[config.mk]
export PLATFORM = sky130hd
export DESIGN_NAME = lookup_pipe
export DESIGN_NICKNAME = d
export VERILOG_FILES = /design/src/rtl/icache_pkg.sv /design/src/rtl/lookup_pipe.sv
export SDC_FILE = /design/constraint.sdc
export NUM_CORES = 1
export LEC_CHECK = 0
export ABC_AREA = 1
export BUFFER_PORTS_ARGS = -buffer_cell sky130_fd_sc_hd__buf_4
export CAP_MARGIN = 20
export CORE_AREA = 2 2 512 514
export CTS_CLUSTER_SIZE = 24
export DETAILED_ROUTE_END_ITERATION = 8
export DIE_AREA = 0 0 514 516
export PLACE_DENSITY_LB_ADDON = 0.15
export SLEW_MARGIN = 5
export SYNTH_ARGS = -nofsm -noshare
export SYNTH_HDL_FRONTEND = slang
export SYNTH_SLANG_ARGS = --single-unit
[constraint.sdc]
create_clock -name clk -period 38.1 [get_ports clk]
set_clock_uncertainty 0.05 [all_clocks]
set_input_delay 3.81 -clock clk [delete_from_list [all_inputs] [get_ports clk]]
set_output_delay 3.81 -clock clk [all_outputs]
set_load 0.02 [all_outputs]
[src/rtl/icache_pkg.sv]
package icache_pkg;

    ////////////////////////////////////////////////////////////////////////////
    // cache geometry
    ////////////////////////////////////////////////////////////////////////////

    localparam int num_ways    = 4;
    localparam int num_sets    = 128;
    localparam int burst_words = 8;

    typedef logic [31:0]           word_t;
    // address bits 31 to 12
    typedef logic [19:0]           tag_t;
    // address bits 11 to 5
    typedef logic [6:0]            index_t;
    typedef logic [127:0]          half_t;
    typedef logic [255:0]          line_t;
    typedef logic [num_ways-1:0]   way_mask_t;
    typedef logic [2:0]            plru_t;

    // one request in flight through the lookup stages
    typedef struct packed {
        logic   valid;
        tag_t   tag;
        index_t index;
        logic   half;
    } lookup_t;

    typedef struct packed {
        tag_t tag;
        logic valid;
    } tagv_t;

    // shared write port of the way arrays
    typedef struct packed {
        way_mask_t ways;
        index_t    index;
        tag_t      tag;
        logic      valid;
        line_t     line;
        logic      write_data;
    } array_wr_t;

    typedef enum logic [2:0] {
        st_reset,
        st_idle,
        st_run,
        st_miss,
        st_refill,
        st_finish,
        st_recover
    } cache_state_e;

endpackage

[src/rtl/lookup_pipe.sv]
`timescale 1ns/1ps

module lookup_pipe import icache_pkg::*; (
    input  logic    clk,
    input  logic    rst,

    input  logic    inst_req,
    input  word_t   inst_addr,
    input  logic    accept,
    input  logic    replay,
    output logic    inst_addr_ok,
    output logic    inst_data_ok,
    output half_t   inst_rdata,

    output index_t  rd_index,
    input  tagv_t   tagv [num_ways],
    input  line_t   lines [num_ways],

    output lookup_t miss_req,
    output logic    miss
);

    ////////////////////////////////////////////////////////////////////////////
    // stage registers
    ////////////////////////////////////////////////////////////////////////////

    lookup_t   new_req;
    lookup_t   tag_stage;
    lookup_t   data_stage;
    tagv_t     data_tagv [num_ways];
    line_t     data_line [num_ways];
    logic      advance;
    way_mask_t hit_way;
    logic [1:0] hit_sel;

    assign new_req.valid = inst_req;
    assign new_req.tag   = inst_addr[31:12];
    assign new_req.index = inst_addr[11:5];
    assign new_req.half  = inst_addr[4];

    // last stage empty or leaving this cycle
    assign advance      = !data_stage.valid || inst_data_ok;
    assign inst_addr_ok = accept && advance;

    // new request goes straight to the arrays, replay re-reads the held one
    always_comb begin
        if (accept) begin
            rd_index = new_req.index;
        end else if (replay) begin
            rd_index = tag_stage.index;
        end else begin
            rd_index = data_stage.index;
        end
    end

    always_ff @(posedge clk) begin
        if (!rst) begin
            tag_stage  <= '0;
            data_stage <= '0;
        end else begin
            if (inst_addr_ok) begin
                tag_stage <= new_req;
            end else if (advance) begin
                tag_stage.valid <= 1'b0;
            end
            if (advance) begin
                data_stage <= tag_stage;
            end
        end
    end

    // array readback follows the tag stage into the data stage
    always_ff @(posedge clk) begin
        if (advance || replay) begin
            for (int k = 0; k < num_ways; k++) begin
                data_tagv[k] <= tagv[k];
                data_line[k] <= lines[k];
            end
        end
    end

    ////////////////////////////////////////////////////////////////////////////
    // tag compare
    ////////////////////////////////////////////////////////////////////////////

    always_comb begin
        for (int k = 0; k < num_ways; k++) begin
            hit_way[k] = data_tagv[k].valid && (data_tagv[k].tag == data_stage.tag);
        end
    end

    // one-hot to way number
    always_comb begin
        hit_sel = 2'd0;
        for (int k = 0; k < num_ways; k++) begin
            if (hit_way[k]) begin
                hit_sel = 2'(k);
            end
        end
    end

    assign inst_rdata = data_stage.half ? data_line[hit_sel][255:128]
                                        : data_line[hit_sel][127:0];

    // compare result only counts while the controller is running
    assign inst_data_ok = accept && data_stage.valid && (|hit_way);
    assign miss         = data_stage.valid && !(|hit_way);
    assign miss_req     = data_stage;

endmodule

==> flow_summary.ini <==
[floorplanning]
die_area_um2 = 265000
die_w_um = 514
num_io_pins = 1312
start_util_pct = 20.1
die_height_um = 516
coreArea_um2 = 259000
row_count = 187

[detailed_routing]
met3WireLength_mm = 20.7
wl_per_cell_um = 22.8
vias_per_cell = 3.92
top_layer = met5
vias = 39900
routed_wl_mm = 232
dr.first_iter.drc_count = 2511
drc = 0
drtAntennaViolNets = 0
met2_length_mm = 112
drt-pass1-iter-count = 5
wl_met1_mm = 93.0

[logic_synthesis]
syn-mean-instance-area_um2 = 9.79
synth_top_area_cell = edfxtp_1
async_reset_ff_share_pct = 0
synth.area.top_cells = edfxtp_1, nand2_1, inv_1
ys_top_cells_by_count = nand2_1, inv_1, edfxtp_1
yosysSeqAreaShare_pct = 66.0
syn-num-nets = 6473
synth_seq_cells = 1166
netlist_area_um2 = 52200
synth_edf_count = 1108
synth_top_area_share_pct = 63.8
ys.flop_type = edfxtp_1
synth.most_common_cell = nand2_1
syn_inst = 5328
ys_types = 31
ys_warn_count = 0

[timing]
rsz0062_at_grt = no
fin_crit_ns = 10.44
setup_slack_ns = 27.66
fin_crit_sh_pct = 27.4
fin_tns_setup_ns = 0
slew_headroom_pct = 25.8
hold_ws_ns = 0.432
max_freq_mhz = 95.8
hold_viol = 0
finalMaxSlewViolations = 0
setup_viol = 0
worstMarginPinSlew_ns = 1.11

[worst_setup_path]
crit_top_cell = buf_4
critPathRequiredTime_ns = 38.44
path_cells = buf_4, nand2_1, o21bai_4, nand3_4, buf_4, buf_4, buf_4, buf_4, buf_4, buf_4, buf_4
cp_max_fo = 76
crit_buf_inv = 8
crit_family = buffers and inverters
crit_path_start_kind = input port
crit_arrival_ns = 10.78
worstSetupEndpointType = flop
criticalPathCategory = in -> reg
rrSetupSlack_ns = 28.91
cpPeakStageDelay_ns = 0.94
cp_slowest_cell = buf_4

[cells_and_area]
nFillCells = 28000
ff_latch_area_um2 = 34400
final_nets = 7770
layout-drive-gt1-share_pct = 26.7
area_delta_synth_final_pct = 34.5
multi_input_area_um2 = 12100
fin_util_pct = 27.1

[clocking]
clkLatencyLatePin_ns = 0.82
root_buffer = clkbuf_16
cts_buffer_depth = 4
cts_tree = built
cts_resized = 0
numCtsBuffers = 159
cts_hold_buffers = 0
clk_pin_slew_ns = 0.06
cts.sinks = 1166
post-cts-setup-buffers = 0
htreeDepth = 4

[min_path]
hold_class = reg -> reg

[placement]
place_ws_ns = 26.69
gp_congestion = 0.848
dp_hpwl_mm = 169
numPortBuffers = 1307

[pwr]
p_total_uw = 3250
cellLeakagePower_uw = 0.0327
ir_drop_mv = 0.0333
p_per_area_nw_per_um2 = 46.3

[run]
drv_cap = 0

[global_routing]
antenna_found_initial = 92
grt_use_total_pct = 16.8
grt_max_degree = 105
grt_pass1_wl_mm = 315
grt_pass1_vias = 40000
overflow = 0

[outcome]
status = complete, no violations
-- state kept, by name (all words and copies together), names as in the netlist --
register,flops
data_line,1024
tag_stage,29
data_tagv,84
miss_req,29
-- path summary, 6_finish.rpt --
path / endpoint / cells after the start / startpoint
min reg2reg: tag_stage[20] / 2 / tag_stage[20]
max reg2reg: data_line[3][236] / 17 / miss_req[23]
max: data_line[3][236] / 11 / accept
min: tag_stage[20] / 2 / tag_stage[20]
-- per-stage QoR --
step	std cells	cell area [um2]
6_report	10200	70200
4_1_cts	10100	70100
2_1_floorplan	5328	52200
3_3_place_gp	9866	65300
3_5_place_dp	9866	65300
5_1_grt	10100	70100
-- kinds of logic (layout without fill, tap and decap cells) --
group                     Yosys count  in the layout  share of synthesized area (%)
and+or+nand+nor                  2219           2219                           17.4
buffers and inverters            1354           2757                           10.9
DFF                              1166           1166                           66.0
AOI/OAI and AO/OA                 581            581                           5.59
xor gates and xnor gates            8              8                          0.134
other                               0             44                              0
-- worst register-to-register path, delay by kind of cell (launching register included) --
family	cells	cell delay (ns)
buf+inv	8	5.93
simple gates	8	1.79
flops	1	0.68
compound gates	1	0.24
-- final cells by class --
class	instances	share of cell area, %
clock inverters	55	0.687
flip-flops and latches	1166	49.1
clock buffers	212	6.07
diodes	44	0.157
repair buffers	1360	14.6
well taps	3402	6.07
inverters	1130	6.05
multi-input cells	2808	17.3
-- placed cells by master (no fill, tap or decap), types with 2 or more instances in the layout --
cell           n
nand2_1     1756
buf_4       1358
inv_1       1110
edfxtp_1    1108
a21oi_1      301
o21ai_0      266
nand2_2      202
nor2_1       170
clkbuf_16    162
dfxtp_1       56
clkbuf_1      48
diode_2       44
nand3_1       42
clkinv_1      23
nand3b_1      22
inv_2         19
clkinv_2      18
o21ai_1       12
nand4_1        8
xnor2_1        7
bufinv_16      7
nand3_4        3
nand2_8        3
nand2_4        3
nand3_2        2
or2_1          2
or2_2          2
nor2_2         2
inv_6          2
clkinvlp_4     2
clkbuf_8       2
clkinv_8       2
buf_12         2
-- layer usage --
metal	vias up	track usage (%)
met5	-	0
li1	19300	-
met3	347	6.31
met1	18900	19.6
met2	1323	28.6
met4	86	4.85
-- power breakdown --
group	internal (uW)	switching [uW]
Sequential	1500	34.5
Combinational	136	170
Clock	828	585
(Power assumes the default switching activity.)
