[src/rtl/icache_pkg.sv]
package icache_pkg;

    ////////////////////////////////////////////////////////////////////////////
    // cache geometry
    ////////////////////////////////////////////////////////////////////////////

    localparam int num_ways    = 4;
    localparam int num_sets    = 128;
    localparam int burst_words = 8;

    typedef logic [31:0]           word_t;
    // address bits 31 to 12
    typedef logic [19:0]           tag_t;
    // address bits 11 to 5
    typedef logic [6:0]            index_t;
    typedef logic [127:0]          half_t;
    typedef logic [255:0]          line_t;
    typedef logic [num_ways-1:0]   way_mask_t;
    typedef logic [2:0]            plru_t;

    // one request in flight through the lookup stages
    typedef struct packed {
        logic   valid;
        tag_t   tag;
        index_t index;
        logic   half;
    } lookup_t;

    typedef struct packed {
        tag_t tag;
        logic valid;
    } tagv_t;

    // shared write port of the way arrays
    typedef struct packed {
        way_mask_t ways;
        index_t    index;
        tag_t      tag;
        logic      valid;
        line_t     line;
        logic      write_data;
    } array_wr_t;

    typedef enum logic [2:0] {
        st_reset,
        st_idle,
        st_run,
        st_miss,
        st_refill,
        st_finish,
        st_recover
    } cache_state_e;

endpackage

[src/rtl/refill_unit.sv]
`timescale 1ns/1ps

module refill_unit import icache_pkg::*; #(
    parameter logic [3:0] axi_id = 4'd3
) (
    input  logic       clk,
    input  logic       rst,

    input  logic       fill_start,
    input  lookup_t    miss_req,

    output logic [3:0] arid,
    output word_t      araddr,
    output logic [3:0] arlen,
    output logic [2:0] arsize,
    output logic [1:0] arburst,
    output logic       arvalid,
    input  logic       arready,

    input  logic [3:0] rid,
    input  word_t      rdata,
    input  logic       rlast,
    input  logic       rvalid,
    output logic       rready,

    output logic       fill_done,
    output line_t      fill_line
);

    word_t      addr_q;
    logic       ar_pend;
    logic       busy;
    logic [2:0] word_cnt;
    word_t      line_buf [burst_words];
    logic       beat;

    // only beats tagged with our id land in the buffer
    assign beat = rready && rvalid && (rid == axi_id);

    // wrap burst, requested half first
    assign arid    = axi_id;
    assign araddr  = addr_q;
    assign arlen   = 4'(burst_words - 1);
    assign arsize  = 3'd2;
    assign arburst = 2'b10;
    assign arvalid = ar_pend;
    assign rready  = busy;

    always_ff @(posedge clk) begin
        if (!rst) begin
            ar_pend   <= 1'b0;
            busy      <= 1'b0;
            fill_done <= 1'b0;
            word_cnt  <= '0;
        end else begin
            fill_done <= beat && rlast;
            if (fill_start) begin
                ar_pend  <= 1'b1;
                busy     <= 1'b1;
                word_cnt <= {miss_req.half, 2'b00};
            end else begin
                if (ar_pend && arready) begin
                    ar_pend <= 1'b0;
                end
                if (beat) begin
                    word_cnt <= word_cnt + 3'd1;
                    busy     <= !rlast;
                end
            end
        end
    end

    always_ff @(posedge clk) begin
        if (fill_start) begin
            addr_q <= {miss_req.tag, miss_req.index, miss_req.half, 4'b0000};
        end
        if (beat) begin
            line_buf[word_cnt] <= rdata;
        end
    end

    // word 0 in the low bits
    for (genvar i = 0; i < burst_words; i++) begin : g_line
        assign fill_line[i*32 +: 32] = line_buf[i];
    end

endmodule

[config.mk]
export PLATFORM = sky130hd
export DESIGN_NAME = refill_unit
export DESIGN_NICKNAME = d
export VERILOG_FILES = /design/src/rtl/icache_pkg.sv /design/src/rtl/refill_unit.sv
export SDC_FILE = /design/constraint.sdc
export NUM_CORES = 1
export LEC_CHECK = 0
export BUFFER_PORTS_ARGS = -buffer_cell sky130_fd_sc_hd__buf_2
export CORE_MARGIN = 10
export CORE_UTILIZATION = 50
export CTS_BUF_LIST = sky130_fd_sc_hd__clkbuf_8
export DETAILED_ROUTE_END_ITERATION = 8
export GPL_TIMING_DRIVEN = 0
export PLACE_DENSITY = 0.8
export RECOVER_POWER = 50
export SYNTH_ARGS = -nofsm -noshare
export SYNTH_HDL_FRONTEND = slang
export SYNTH_SLANG_ARGS = --single-unit
[constraint.sdc]
create_clock -name clk -period 6.4 [get_ports clk]
set_input_delay 0 -clock clk [delete_from_list [all_inputs] [get_ports clk]]
set_output_delay 0 -clock clk [all_outputs]
set_load 0.03 [all_outputs]
==> results of run 1 <==
-- registers in the layout, summed over array words and instances (netlist names) --
signal	cells
araddr	28
fill_done	1
arvalid	1
word_cnt	3
line_buf	256
rready	1
-- final cells by class --
cell class / instances / area, sq um / area share, %
antenna: 2 / 5.005 / 0.03937
buffer: 17 / 127.6 / 1.004
clock buffer: 46 / 633.1 / 4.980
clock inverter: 29 / 136.4 / 1.073
inverter: 2 / 7.507 / 0.05906
multi-input combinational: 52 / 311.5 / 2.451
sequential: 290 / 8648 / 68.03
tap: 225 / 281.5 / 2.215
timing repair buffer: 448 / 2561 / 20.15
-- metrics by stage --
step	setup TNS (ps)	setup slack (ps)	instances	cell area, sq um	hold slack, ps
floorplan	0	1890	361	9046	98.87
global placement	-25100	-787.3	942	11110	176.4
detailed placement	0	4005	963	11420	178.1
CTS	0	3979	1109	12900	4.241
global route	0	3835	1109	12710	69.05
finish	0	3985	1111	12710	63.23
-- report_power, final --
part | internal [uW] | switching [uW] | total (uW)
logic | 58.0 | 102 | 160
clock network | 698 | 650 | 1350
registers | 2100 | 8.32 | 2110
-- worst max path at each step --
stage / startpoint / to / slack [ps]
after floorplan: rready / line_buf[0][0] / 1890
after global placement: rready / line_buf[0][14] / -790
after detailed placement: rready / line_buf[3][20] / 4010
after CTS: rready / line_buf[0][12] / 3980
after global routing: rready / line_buf[3][24] / 3830
final: rready / line_buf[3][29] / 3980
-- Yosys cell counts, drive strengths merged (2+ instances only) --
cell type  instances
a21oi              2
a31oi              2
buf               17
conb               2
dfxtp              6
edfxtp           284
inv                2
nand2              3
nand2b             3
nand3              2
nand4              2
nor2               5
nor3               4
o21ai              4
-- worst register-to-register path, delay by kind of cell, from the launching register on --
kind	cells	cell delay (ps)
buffers and inverters	2	440
DFF	1	390
and+or+nand+nor	3	1270
-- routing by layer --
metal / wire length, um / share of wire (%) / vias to the layer above / track usage, %
met2: 14250 / 52 / 391 / 38.47
met3: 3413 / 12 / 42 / 9.568
met1: 9394 / 34 / 2710 / 24.82
met4: 527 / 1.9 / 0 / 6.298
met5: 0 / 0 / - / 0
li1: - / - / 2375 / -
-- timing repair --
item | CTS | global route
endpoints found under the hold margin | 290 | 0
resized for setup | 0 | 0
hold buffers | 71 | 0
-- logic make-up after synthesis --
logic type	synth area share, %
other	0.08354
adder cells (fa/ha/maj)	0.1392
flip-flops	96.20
buffers and inverters	1.503
AO/OA/AOI/OAI	0.6542
AND/OR/NAND/NOR	1.420
==> results.cfg, run 1 <==
[worst_setup_path]
cp_slowest_cell = nor3_2
reg2reg_depth = 5
regToRegSetupSlack_ps = 3980
crit_cells = 5
reg2reg_from = rready
cp_cell_sequence = and4_1 > nand2_1 > nor3_2 > buf_8 > buf_6
crit_type = reg2reg
slowest_delay_ps = 780
worst_ep_required_time_ps = 6610
worst-endpoint-arrival_ps = 2630
critPathCaptureType = register
cpLargestDelayFamily = simple AND/OR/NAND/NOR gates
worstReg2RegEnd = line_buf[3][29]
cp_max_fo = 10
cp_num_buf_inv = 2
startpoint_type = register

[yosys]
ys_types = 22
syn-cell-area_sq_um = 8990
yosysSeqAreaShare_pct = 96.20
async_flop_share_pct = 0
ys_warn_count = 0
synth_ff_type = edfxtp_1
ys_ff_latch = 290
yosys.area.top_type_share_pct = 94.86
syn_inst = 346
syn_area_per_cell_sq_um = 25.98
synth_area_leader_cell = edfxtp_1
yosys-top-cells-area = edfxtp_1 (95%), buf_4 (1.4%), dfxtp_1 (1.3%)
synth_edf_count = 284

[floorplanning]
boundaryPins = 375
start_util_pct = 51.44
coreArea_sq_um = 17480
die_h_um = 154.1
rows = 48
dieArea_sq_um = 23740
die_w_um = 154.1

[min_path]
hold_start = rid[0]
hp-class = in2reg
holdPathStages = 4
holdPathEnd = word_cnt[1]

[routing]
route.detailed.drc = 0
drt-total-wl_um = 27590
wl_per_cell_um = 24.83
via_per_inst = 4.967
antenna_left = 0
dr.pass1.iters = 5
vias = 5518
drt_iter0_drc = 342

[placement]
dp.final_hpwl_um = 18640
portBuffers = 356
place_congestion = 0.7391

[clocking]
cts_root_buf = clkbuf_8
clk_latency_ps = 520
cts_buffers = 43
cts_tree = yes
cts_max_path_buffers = 3
htreeDepth = 2
cts.clk_slew.worst_paths_ps = 60
cts_setup_buffers = 0
cts_num_sinks = 290

[timing]
hold_viol = 0
period_minus_slack_ps = 2415
skew_ps = 15.81
slew_headroom_pct = -8.503
rsz0062_at_grt = no
worst_slew_pin_slew_ps = 1628
timing.fmax_ghz = 0.4141
setup_viol = 0
drv_slew = 31
period_share_pct = 37.73

[global_route]
grt_overflow = 0
grt_max_degree = 31
antenna_found_initial = 0
grt_pass1_wl_um = 40000
grt_pass1_vias = 5925
grt_use_total_pct = 22.38

[finish]
area_growth_pct = 41.41
mostFrequentLayoutCell = edfxtp_1
drive_gt1_share_pct = 33.60
postLayoutCoreUtil_pct = 72.74
layout_common_cells = edfxtp_1 (284), buf_2 (201), clkbuf_1 (155)
fillCellCount = 1093
fin_nets = 926

[power_and_ir_drop]
p_leak_uw = 0.004704
p_total_uw = 3620
power_density_nw_per_um2 = 284.8
max-vdd-ir-drop_mv = 0.2568

[flow_run]
max_cap_viol_count = 1

[outcome]
status = complete, but fails checks
violations = max-capacitance violations, max-slew violations
(Power assumes the default switching activity.)
==> inputs of run 2 (changes only) <==
--- a/config.mk
+++ b/config.mk
@@ -7,11 +7,11 @@
 export LEC_CHECK = 0
 export BUFFER_PORTS_ARGS = -buffer_cell sky130_fd_sc_hd__buf_2
 export CORE_MARGIN = 10
-export CORE_UTILIZATION = 50
+export CORE_UTILIZATION = 44
 export CTS_BUF_LIST = sky130_fd_sc_hd__clkbuf_8
 export DETAILED_ROUTE_END_ITERATION = 8
 export GPL_TIMING_DRIVEN = 0
-export PLACE_DENSITY = 0.8
+export PLACE_DENSITY = 0.74
 export RECOVER_POWER = 50
 export SYNTH_ARGS = -nofsm -noshare
 export SYNTH_HDL_FRONTEND = slang
==> constraint.sdc (replaced) <==
create_clock -name clk -period 2 [get_ports clk]
set_input_delay 0 -clock clk [delete_from_list [all_inputs] [get_ports clk]]
set_output_delay 0 -clock clk [all_outputs]
set_load 0.03 [all_outputs]
==> results.cfg, run 2 (synthesis gave the netlist of run 1 again) <==
[outcome]
status = completed

[timing]
worst_slew_pin_slew_ps = 647.4
holdWs_ps = 56.34
period_minus_slack_ps = 1971
hold_viol = 0
timing.fmax_ghz = 0.5074
setup_tns_ps = 0
setup_viol = 0
period_share_pct = 98.54
slew_headroom_pct = 56.84
skew_ps = 16.38
drv_slew = 0

[floorplanning]
die_w_um = 162.9
rows = 52
die_h_um = 162.9
boundaryPins = 375
coreArea_sq_um = 20170
dieArea_sq_um = 26550
start_util_pct = 44.57

[clocking]
htreeDepth = 2
cts_max_path_buffers = 3
cts_root_buf = clkbuf_8
cts_tree = yes
clk_latency_ps = 530
cts_num_sinks = 290
cts.clk_slew.worst_paths_ps = 70
cts_buffers = 44

[global_route]
grt_overflow = 0
grt_pass1_wl_um = 37500
antenna_found_initial = 1
grt_use_total_pct = 19.03
grt_max_degree = 31
grt_pass1_vias = 5810

[finish]
fillCellCount = 1413
top_register = line_buf
largest_reg_flops = 256
layout_common_cells = edfxtp_1 (284), buf_2 (203), clkbuf_1 (153)
mostFrequentLayoutCell = edfxtp_1
area_growth_pct = 45.09
fin_nets = 937
drive_gt1_share_pct = 35.61

[worst_setup_path]
startpoint_type = register
crit_type = reg2reg
worst-endpoint-arrival_ps = 2200
cp_max_fo = 10
worst_ep_required_time_ps = 2230
critPathCaptureType = register

[routing]
via_per_inst = 4.613
vias = 5369
route.detailed.drc = 0
drt_iter0_drc = 296
wl_per_cell_um = 22.71
dr.pass1.iters = 4
drt-total-wl_um = 26440
antenna_left = 0

[min_path]
hp-class = in2reg

[power_and_ir_drop]
p_leak_uw = 0.004767
power_density_nw_per_um2 = 888.4
p_total_uw = 11590
max-vdd-ir-drop_mv = 0.6882

[placement]
place_congestion = 0.7990
dp.final_hpwl_um = 16740
portBuffers = 356

[flow_run]
max_cap_viol_count = 0
[run 2: layer usage]
layer	wire length [um]	track usage (%)	up-vias	part of all wire, %
met1	9056	19.87	2537	34
met3	3456	9.252	63	13
met4	735	6.926	0	2.8
met5	0	0	-	0
met2	13190	32.64	368	50
li1	-	-	2401	-
[run 2: worst paths after layout]
path,end,slack (ps),cells after the start,startpoint
worst max-delay path,line_buf[0][0],30,5,rready
worst min-delay path,word_cnt[1],60,4,rid[1]
worst max register to register,line_buf[0][0],30,5,rready
worst min register to register,arvalid,610,2,arvalid
[run 2: metrics by stage]
stage	worst slack, ps	instance area, sq um	instances	utilization (%)
2_1_floorplan	-288.6	9143	361	-
3_3_place_gp	-1283	11260	987	55.84
3_5_place_dp	-507.5	11470	998	56.89
4_1_cts	32.38	13220	1163	65.56
5_1_grt	-5.272	13040	1164	64.67
6_report	29.21	13040	1164	64.67
[run 2: area by class of cell]
type / count / area [sq um] / area share [%]
plain buffers: 17 / 127.6 / 0.9784
diodes: 1 / 2.502 / 0.01918
multi-input cells: 55 / 404.1 / 3.098
flip-flops and latches: 290 / 8652 / 66.33
clock inverters: 29 / 147.6 / 1.132
inverters: 2 / 7.507 / 0.05755
well taps: 270 / 337.8 / 2.590
repair buffers: 455 / 2745 / 21.05
clock buffers: 45 / 619.3 / 4.748
[run 2: critical path, stage by stage, from the launching register on]
cell and delay, ps:
dfxtp_4 360, and4_4 280, nand2_4 110, nor4_4 500, buf_8 250, buf_8 160
[run 2: power by group]
part | internal (uW) | switching, uW
registers | 6730 | 26.0
logic | 190 | 321
clock network | 2210 | 2110
[run 2: timing repair]
action / CTS / global route
setup endpoints to repair: 139 / 10
resized for setup: 4 / 2
hold endpoints to repair: 302 / 0
pin swaps: 8 / 1
hold buffers: 73 / 0
cloned: 3 / 0
buffers inserted: 15 / 0
