**src/rtl/icache_pkg.sv**
```systemverilog
package icache_pkg;

    ////////////////////////////////////////////////////////////////////////////
    // cache geometry
    ////////////////////////////////////////////////////////////////////////////

    localparam int num_ways    = 4;
    localparam int num_sets    = 128;
    localparam int burst_words = 8;

    typedef logic [31:0]           word_t;
    // address bits 31 to 12
    typedef logic [19:0]           tag_t;
    // address bits 11 to 5
    typedef logic [6:0]            index_t;
    typedef logic [127:0]          half_t;
    typedef logic [255:0]          line_t;
    typedef logic [num_ways-1:0]   way_mask_t;
    typedef logic [2:0]            plru_t;

    // one request in flight through the lookup stages
    typedef struct packed {
        logic   valid;
        tag_t   tag;
        index_t index;
        logic   half;
    } lookup_t;

    typedef struct packed {
        tag_t tag;
        logic valid;
    } tagv_t;

    // shared write port of the way arrays
    typedef struct packed {
        way_mask_t ways;
        index_t    index;
        tag_t      tag;
        logic      valid;
        line_t     line;
        logic      write_data;
    } array_wr_t;

    typedef enum logic [2:0] {
        st_reset,
        st_idle,
        st_run,
        st_miss,
        st_refill,
        st_finish,
        st_recover
    } cache_state_e;

endpackage

```
**src/rtl/cache_ctrl.sv**
```systemverilog
`timescale 1ns/1ps

module cache_ctrl import icache_pkg::*; (
    input  logic      clk,
    input  logic      rst,

    input  lookup_t   miss_req,
    input  logic      miss,
    input  logic      fill_done,
    input  line_t     fill_line,

    output logic      accept,
    output logic      replay,
    output logic      fill_start,
    output array_wr_t wr
);

    cache_state_e state;
    cache_state_e state_nxt;
    index_t       sweep_cnt;
    plru_t        plru_tab [num_sets];
    way_mask_t    victim;

    // tree lookup, bit 0 picks the pair
    function automatic way_mask_t pick_victim(plru_t p);
        if (!p[0]) begin
            return p[1] ? 4'b0010 : 4'b0001;
        end
        return p[2] ? 4'b1000 : 4'b0100;
    endfunction

    // point the tree away from the way just filled
    function automatic plru_t plru_next(plru_t p, way_mask_t w);
        plru_t n;
        n = p;
        case (w)
            4'b0001: n = {p[2], 1'b1, 1'b1};
            4'b0010: n = {p[2], 1'b0, 1'b1};
            4'b0100: n = {1'b1, p[1], 1'b0};
            4'b1000: n = {1'b0, p[1], 1'b0};
            default: n = p;
        endcase
        return n;
    endfunction

    ////////////////////////////////////////////////////////////////////////////
    // state machine
    ////////////////////////////////////////////////////////////////////////////

    always_comb begin
        state_nxt = state;
        case (state)
            st_reset:   if (sweep_cnt == index_t'(num_sets - 1)) state_nxt = st_idle;
            st_idle:    state_nxt = st_run;
            st_run:     if (miss) state_nxt = st_miss;
            st_miss:    state_nxt = st_refill;
            st_refill:  if (fill_done) state_nxt = st_finish;
            st_finish:  state_nxt = st_recover;
            st_recover: state_nxt = st_idle;
            default:    state_nxt = st_idle;
        endcase
    end

    always_ff @(posedge clk) begin
        if (!rst) begin
            state     <= st_reset;
            sweep_cnt <= '0;
            victim    <= '0;
        end else begin
            state <= state_nxt;
            if (state == st_reset) begin
                sweep_cnt <= sweep_cnt + 1'b1;
            end
            if (state == st_run && miss) begin
                victim <= pick_victim(plru_tab[miss_req.index]);
            end
        end
    end

    // sweep clears the tree along with the tags
    always_ff @(posedge clk) begin
        if (state == st_reset) begin
            plru_tab[sweep_cnt] <= '0;
        end else if (state == st_finish) begin
            plru_tab[miss_req.index] <= plru_next(plru_tab[miss_req.index], victim);
        end
    end

    assign accept     = (state == st_run);
    assign replay     = (state == st_idle);
    assign fill_start = (state == st_miss);

    ////////////////////////////////////////////////////////////////////////////
    // array write port
    ////////////////////////////////////////////////////////////////////////////

    always_comb begin
        wr      = '0;
        wr.line = fill_line;
        case (state)
            st_reset: begin
                // invalid tag into every way of one set
                wr.ways  = '1;
                wr.index = sweep_cnt;
            end
            st_finish: begin
                wr.ways       = victim;
                wr.index      = miss_req.index;
                wr.tag        = miss_req.tag;
                wr.valid      = 1'b1;
                wr.write_data = 1'b1;
            end
            default: wr.ways = '0;
        endcase
    end

endmodule

```
**config.mk**
```make
export PLATFORM = sky130hd
export DESIGN_NAME = cache_ctrl
export DESIGN_NICKNAME = d
export VERILOG_FILES = /design/src/rtl/icache_pkg.sv /design/src/rtl/cache_ctrl.sv
export SDC_FILE = /design/constraint.sdc
export NUM_CORES = 1
export LEC_CHECK = 0
export BUFFER_PORTS_ARGS = -buffer_cell sky130_fd_sc_hd__buf_2
export CAP_MARGIN = 40
export CORE_AREA = 2 2 225 227
export DETAILED_ROUTE_END_ITERATION = 7
export DIE_AREA = 0 0 227 229
export SYNTH_ARGS = -nofsm -noshare
export SYNTH_HDL_FRONTEND = slang
export SYNTH_SLANG_ARGS = --single-unit
export TNS_END_PERCENT = 30
```
**constraint.sdc**
```tcl
create_clock -name clk -period 9.4 [get_ports clk]
set_input_delay 1.41 -clock clk [delete_from_list [all_inputs] [get_ports clk]]
set_output_delay 1.41 -clock clk [all_outputs]
set_load 0.005 [all_outputs]
```
==> results of run 1 <==
==> area by class of cell <==
cell class,count,area [µm²]
Fill cell,4647,30800
Sequential cell,398,11800
Multi-Input combinational cell,506,4490
Clock buffer,48,1050
Tap cell,672,841
Timing Repair Buffer,88,573
Clock inverter,23,111
Inverter,3,11.3
Antenna cell,2,5.00
==> cells by family after synthesis <==
logic type      count (synthesis)
xor+xnor                        4
compound gates                 93
simple gates                  295
mux                           113
buf+inv                       322
flops                         398
fa+ha+maj                       1
==> worst max-delay path, delay by kind of cell <==
kind                   cells  cell delay (ns)
and+or+nand+nor            1             0.56
buffers and inverters      4             1.61
muxes                      1             0.56
AOI/OAI and AO/OA          5             1.11
==> final timing paths <==
kind | to | slack (ns) | cells past startpoint
setup / recovery | plru_tab[106][2] | 4.13 | 11
hold / removal | victim[1] | 0.60 | 2
setup reg to reg | plru_tab[18][2] | 4.71 | 6
hold reg to reg | victim[1] | 0.60 | 2
==> cell usage after synthesis, types with 2 or more instances <==
library cell  instances
a2111oi_0             4
a31oi_1               5
a22oi_1               4
buf_6                 2
a21oi_1               8
a21o_1                4
o21ai_0              15
nand3b_1              9
o22ai_1              10
o21ai_1               3
dfxtp_1              14
buf_1                 3
edfxtp_1            384
a211o_1               2
o221ai_1              2
nand2_1              54
nor3_1                3
or3_1                 4
mux4_2              100
nand2b_1              5
o31ai_1              10
nor2_1              140
xnor2_1               3
a32o_1                2
mux2i_1              13
a211oi_1              5
a22o_1                5
inv_1                 2
buf_4               266
o21a_1                2
o32ai_1               2
nor3b_1               4
or3b_2                2
and3_1               21
o211ai_1              3
buf_2                 6
and2_1                6
a21boi_0              2
nor2b_1              12
clkbuf_1             42
nand3_1              23
nand4_1               5
==> layer usage <==
metal | vias up | global-route usage
met5 | - | 0.0873
met4 | 12 | 0.0517
met3 | 112 | 0.388
met2 | 945 | 0.391
met1 | 4898 | 0.252
li1 | 3992 | -
==> cell usage in the layout, fill, tap and decap left out, drive strengths merged, types with 3 or more instances in the layout <==
cell type / instances
a2111oi: 4
a211oi: 5
a21boi: 3
a21o: 4
a21oi: 8
a22o: 5
a22oi: 4
a31oi: 6
and2: 7
and3: 21
buf: 88
clkbuf: 48
clkinv: 19
clkinvlp: 3
dfxtp: 14
edfxtp: 384
inv: 4
mux2i: 13
mux4: 100
nand2: 54
nand2b: 5
nand3: 23
nand3b: 9
nand4: 5
nor2: 140
nor2b: 12
nor3: 3
nor3b: 4
o211ai: 3
o21ai: 18
o22ai: 10
o31ai: 10
or3: 4
xnor2: 3
==> state kept, by name, summed over array words and instances, names as in the netlist <==
register,flops
state,3
sweep_cnt,7
victim,4
plru_tab,384
==> where the power goes <==
part,internal (W),switching [W]
Clock,0.000797,0.000646
Combinational,0.0000628,0.0000988
Sequential,0.00192,0.00000356
==> through the flow <==
| stage | setup WS, ns | total power [W] | utilization | hold WS (ns) | cell area, µm² |
|---|---|---|---|---|---|
| after floorplan | -0.436 | 0.00215 | - | 0.508 | 18500 |
| after global placement | 3.51 | 0.00211 | 0.355 | 0.565 | 17600 |
| after detailed placement | 3.57 | 0.00212 | 0.357 | 0.581 | 17700 |
| after CTS | 4.10 | 0.00355 | 0.380 | 0.595 | 18900 |
| after global routing | 3.78 | 0.00363 | 0.380 | 0.625 | 18900 |
| final | 4.13 | 0.00353 | 0.381 | 0.601 | 18900 |
==> metrics.md, run 1 <==
| Metric | Value |
|---|---|
| Min cycle time layout | `5.27 ns` |
| Clock latency on the worst-skew pair | `0.53 ns` |
| Final wirelength | `about 77000 µm` |
| Die area | `52000 µm²` |
| Initial antenna violation count | `4` |
| Synth Area in Adders | `0.000677` |
| Met2 routed WL | `between 30000 and 40000 µm` |
| Vias per inst | `about 5.7` |
| CTS tree | `built` |
| Die width | `roughly 230 µm` |
| Grt total ovfl | `0` |
| Worst reg2reg startpoint | `state[2]` |
| PD cells | `187 nW/µm²` |
| Vias in the first global route | `about 9600` |
| Share of the synthesized area in the top cell type | `0.624` |
| Total CTS buffers | `40` |
| DR top layer | `met5` |
| Simple-Gate Fraction of Synth Area | `0.0736` |
| Worst-path cell chain | `buf_6, buf_12, mux4_2, a21oi_1, a2111oi_0, buf_1, or4_1, a31oi_1, a21boi_1, o32ai_4, buf_4` |
| Starting Density | `0.372` |
| Arrival @ worst endpoint | `5.40 ns` |
| Max Cap Viol | `0` |
| Area contributors post-synth | `edfxtp_1 62%, mux4_2 12%, buf_4 11%, nor2_1 2.8%, dfxtp_1 1.5%` |
| Placed Instances | `1667` |
| Post-synthesis compound-gate area fraction | `0.0355` |
| Ys Warns | `0` |
| Req. time, crit path | `roughly 9.5 ns` |
| Port bufs | `66` |
| CTS H-tree depth | `2` |
| Chip height | `229 µm` |
| First-pass GRT wire length | `97800 µm` |
| Post-route ant nets | `0` |
| Final Wtd Congestion | `0.894` |
| DR vias | `9959` |
| Core ar. | `49700 µm²` |
| CTS Hold Bufs | `0` |
| Main combinational cell family by area after synthesis | `multiplexers` |
| Share of layout cells above drive strength 1 | `0.234` |
| Post-CTS Resized | `0` |
| Average cell area after synthesis | `15.1 µm²` |
| Syn nets | `approximately 1500` |
| Fin cells | `1740` |
| Setup TNS | `0 ns` |
| Crit-path max cell delay | `0.58 ns` |
| Post-synthesis mux area share | `0.129` |
| Cell variety after synth | `between 50 and 60` |
| Largest net degree at the start of global routing | `97` |
| Unrepaired setup endpoints after global routing | `false` |
| HPWL Detailed | `roughly 62000 µm` |
| Number of core rows | `82` |
| Cell count after synthesis | `roughly 1200` |
| Crit. End Element | `flop` |
| Max frequency | `190 MHz` |
| Worst Setup Path Type | `in -> reg` |
| Slew @ Worst Pin | `0.917 ns` |
| Final net count | `1327` |
| Total GRT Usage | `0.290` |
| Clock sink count | `between 300 and 400` |
| Final worst path period share | `0.560` |
| Initial DRC Count | `1166` |
| DRC errors left | `0` |
| Slew Limit Fails | `0` |
| Drt wl/cell | `44.1 µm` |
| Register area share after synthesis | `0.639` |
| Worst Min Path Start | `victim[1]` |
| Peak VDD IR | `between 0.00015 and 0.0002 V` |
| Worst Setup SP | `miss_req[1]` |
| XOR/XNOR Fraction of Synth Area | `0.00190` |
| Synth area leader | `edfxtp_1` |
| Clk root buf | `clkbuf_16` |
| Hold Vio Cnt, Final | `0` |
| Setup-failing EPs final | `0` |
| IO Pins | `581` |
| Clock slew at reported path FFs | `0.06 ns` |
| M1 WL | `19900 µm` |
| Ys flop type | `edfxtp_1` |
| Layout area overhead | `2.23%` |
| Status | `complete, no violations` |
| Met3 Routed Length | `between 20000 and 25000 µm` |
| Final Skew | `between 0.015 and 0.02 ns` |
| Slew margin rel. | `0.383` |
| Hold WC Path Type | `reg -> reg` |
| Synthesized area | `between 15000 and 20000 µm²` |
| #FFs+latches synth | `398` |
| Pleak | `between 5 and 6 nW` |
| Post-CTS setup buffer count | `0` |
| FFs w/ async S/R, synth | `0` |
| Startpoint types | `input pin` |
| Number of flops mapped to enable cells by yosys | `roughly 380` |
| Crit-path max FO | `96` |
| Deepest clock path buffer count | `3` |
| TritonRoute pass-1 iters | `5` |
| Cell at the slowest stage of the critical path | `buf_6` |
No activity file was read; power rests on OpenSTA's default activity.
==> run 2, diff against run 1 <==
==> constraint.sdc (replaced) <==
create_clock -name clk -period 4.9 [get_ports clk]
set_input_delay 0.735 -clock clk [delete_from_list [all_inputs] [get_ports clk]]
set_output_delay 0.735 -clock clk [all_outputs]
set_load 0.005 [all_outputs]
==> run 2 against run 1 <==
Net effect: cell area rose by 1.3%; non-clock buffer count rose by 10; register-to-register slack got worse by 3.6 ns; combinational power rose by 98%; sequential share of layout area fell by 0.82 points; critical path depth fell by 4; via count rose by 0.24%; hold slack got worse by 0.010 ns; final cell count rose by 0.40%; clock power rose by 120%; clock skew fell by 0.0063 ns.
==> metrics.md, run 2 (synthesized netlist as in run 1, its figures left out) <==
| Metric | Value |
|---|---|
| Vias in the first global route | `9527` |
| Setup WS pre-CTS | `0.671 ns` |
| Final instance area | `~19000 µm²` |
| CTS Hold Bufs | `0` |
| Placed Instance Area | `17800 µm²` |
| Initial DRC Count | `just under 1000` |
| Most frequent cells in the layout | `384 x edfxtp_1, 140 x nor2_1, 100 x mux4_2` |
| Grt total ovfl | `0` |
| Startpoint types | `flop` |
| Final Wtd Congestion | `0.917` |
| Setup TNS | `0 ns` |
| Crit-path max cell delay | `0.79 ns` |
| Deepest clock path buffer count | `3` |
| Worst-path cell chain | `nand2_1, buf_4, inv_1, mux2i_1, nand3_1, buf_4, nor2_1` |
| Most frequent CP cell | `buf_4` |
| Number of core rows | `82` |
| Hold WC Path Type | `in -> reg` |
| PD cells | `371 nW/µm²` |
| Die area | `52000 µm²` |
| Regs by FF count | `plru_tab x384, sweep_cnt x7, victim x4` |
| Largest delay contributor family on the critical path | `buffers and inverters` |
| Drt wl/cell | `45.0 µm` |
| Setup-failing EPs final | `0` |
| Final worst path period share | `0.769` |
| Final Skew | `between 0.01 and 0.015 ns` |
| Peak VDD IR | `0.000361 V` |
| Number of flip-flops in the largest register | `between 300 and 400` |
| Unrepaired setup endpoints after global routing | `false` |
| IO Pins | `between 500 and 600` |
| Total GRT Usage | `0.297` |
| Clk root buf | `clkbuf_16` |
| Chip height | `between 200 and 250 µm` |
| Starting Density | `0.372` |
| Post-CTS Resized | `0` |
| Clock latency on the worst-skew pair | `0.53 ns` |
| Slew Limit Fails | `0` |
| Largest reg by FF count | `plru_tab` |
| Pleak | `6.11 nW` |
| Slew margin rel. | `0.370` |
| Max frequency | `266 MHz` |
| Max Cap Viol | `0` |
| Largest net degree at the start of global routing | `89` |
| Slew @ Worst Pin | `around 0.93 ns` |
| Share of layout cells above drive strength 1 | `0.245` |
| DRC errors left | `0` |
| Vias per inst | `5.71` |
| Min cycle time layout | `3.77 ns` |
| TritonRoute pass-1 iters | `6` |
| Core ar. | `49700 µm²` |
| Layout area overhead | `3.58%` |
| Most common cell after layout, fill and taps aside | `edfxtp_1` |
| Crit. End Element | `flop` |
| Ant diodes | `0` |
| Arrival @ worst endpoint | `3.97 ns` |
| Hold Vio Cnt, Final | `0` |
| Total CTS buffers | `40` |
| Final wirelength | `78600 µm` |
| Initial antenna violation count | `2` |
| Worst Setup Path Type | `reg -> reg` |
| Req. time, crit path | `5.11 ns` |
| Cell at the slowest stage of the critical path | `dfxtp_1` |
| Final net count | `1337` |
| HPWL Detailed | `63000 µm` |
| Post-route ant nets | `0` |
| Clock slew at reported path FFs | `0.06 ns` |
| Die width | `about 230 µm` |
| DR vias | `9983` |
| Clock sink count | `398` |
| Status | `complete, no violations` |
| CTS tree | `built` |
| Post-route setup slack | `1.13 ns` |
| Port bufs | `66` |
| First-pass GRT wire length | `99300 µm` |
| CTS H-tree depth | `2` |
| Crit-path max FO | `28` |
| Critical path buffers and inverters | `3` |
| Post-CTS setup buffer count | `0` |
[run 2: power by group]
part           internal (W)  switching (W)
Sequential          0.00368     0.00000671
Combinational      0.000125       0.000195
Clock               0.00184        0.00126
Total               0.00565        0.00146
[run 2: layout make-up]
cell class / count / area (µm²)
Clock buffer: 46 / 1040
Clock inverter: 24 / 270
Fill cell: 4678 / 30500
Inverter: 3 / 11.3
Multi-Input combinational cell: 506 / 4490
Sequential cell: 398 / 11800
Tap cell: 672 / 841
Timing Repair Buffer: 98 / 677
[run 2: through the flow]
stage / std cells / hold slack [ns] / total power (W) / util
2_1_floorplan: 1226 / 0.508 / 0.00413 / -
3_3_place_gp: 1676 / 0.549 / 0.00408 / 0.359
3_5_place_dp: 1677 / 0.576 / 0.00408 / 0.359
4_1_cts: 1747 / 0.570 / 0.00715 / 0.386
5_1_grt: 1747 / 0.594 / 0.00730 / 0.386
6_report: 1747 / 0.591 / 0.00711 / 0.386
[run 2: worst paths after layout]
kind | startpoint | to | slack [ns] | depth (start not counted)
worst max register to register | state[2] | plru_tab[54][2] | 1.13 | 7
worst min-delay path | rst | state[2] | 0.59 | 2
worst max-delay path | state[2] | plru_tab[54][2] | 1.13 | 7
worst min register to register | victim[1] | victim[1] | 0.59 | 2
[run 2: routing by layer]
layer	vias up	global-route usage	part of all wire
met5	-	0.0408	0.0034
li1	4005	-	-
met1	4980	0.266	0.27
met2	895	0.403	0.41
met3	97	0.378	0.29
met4	6	0.0733	0.028
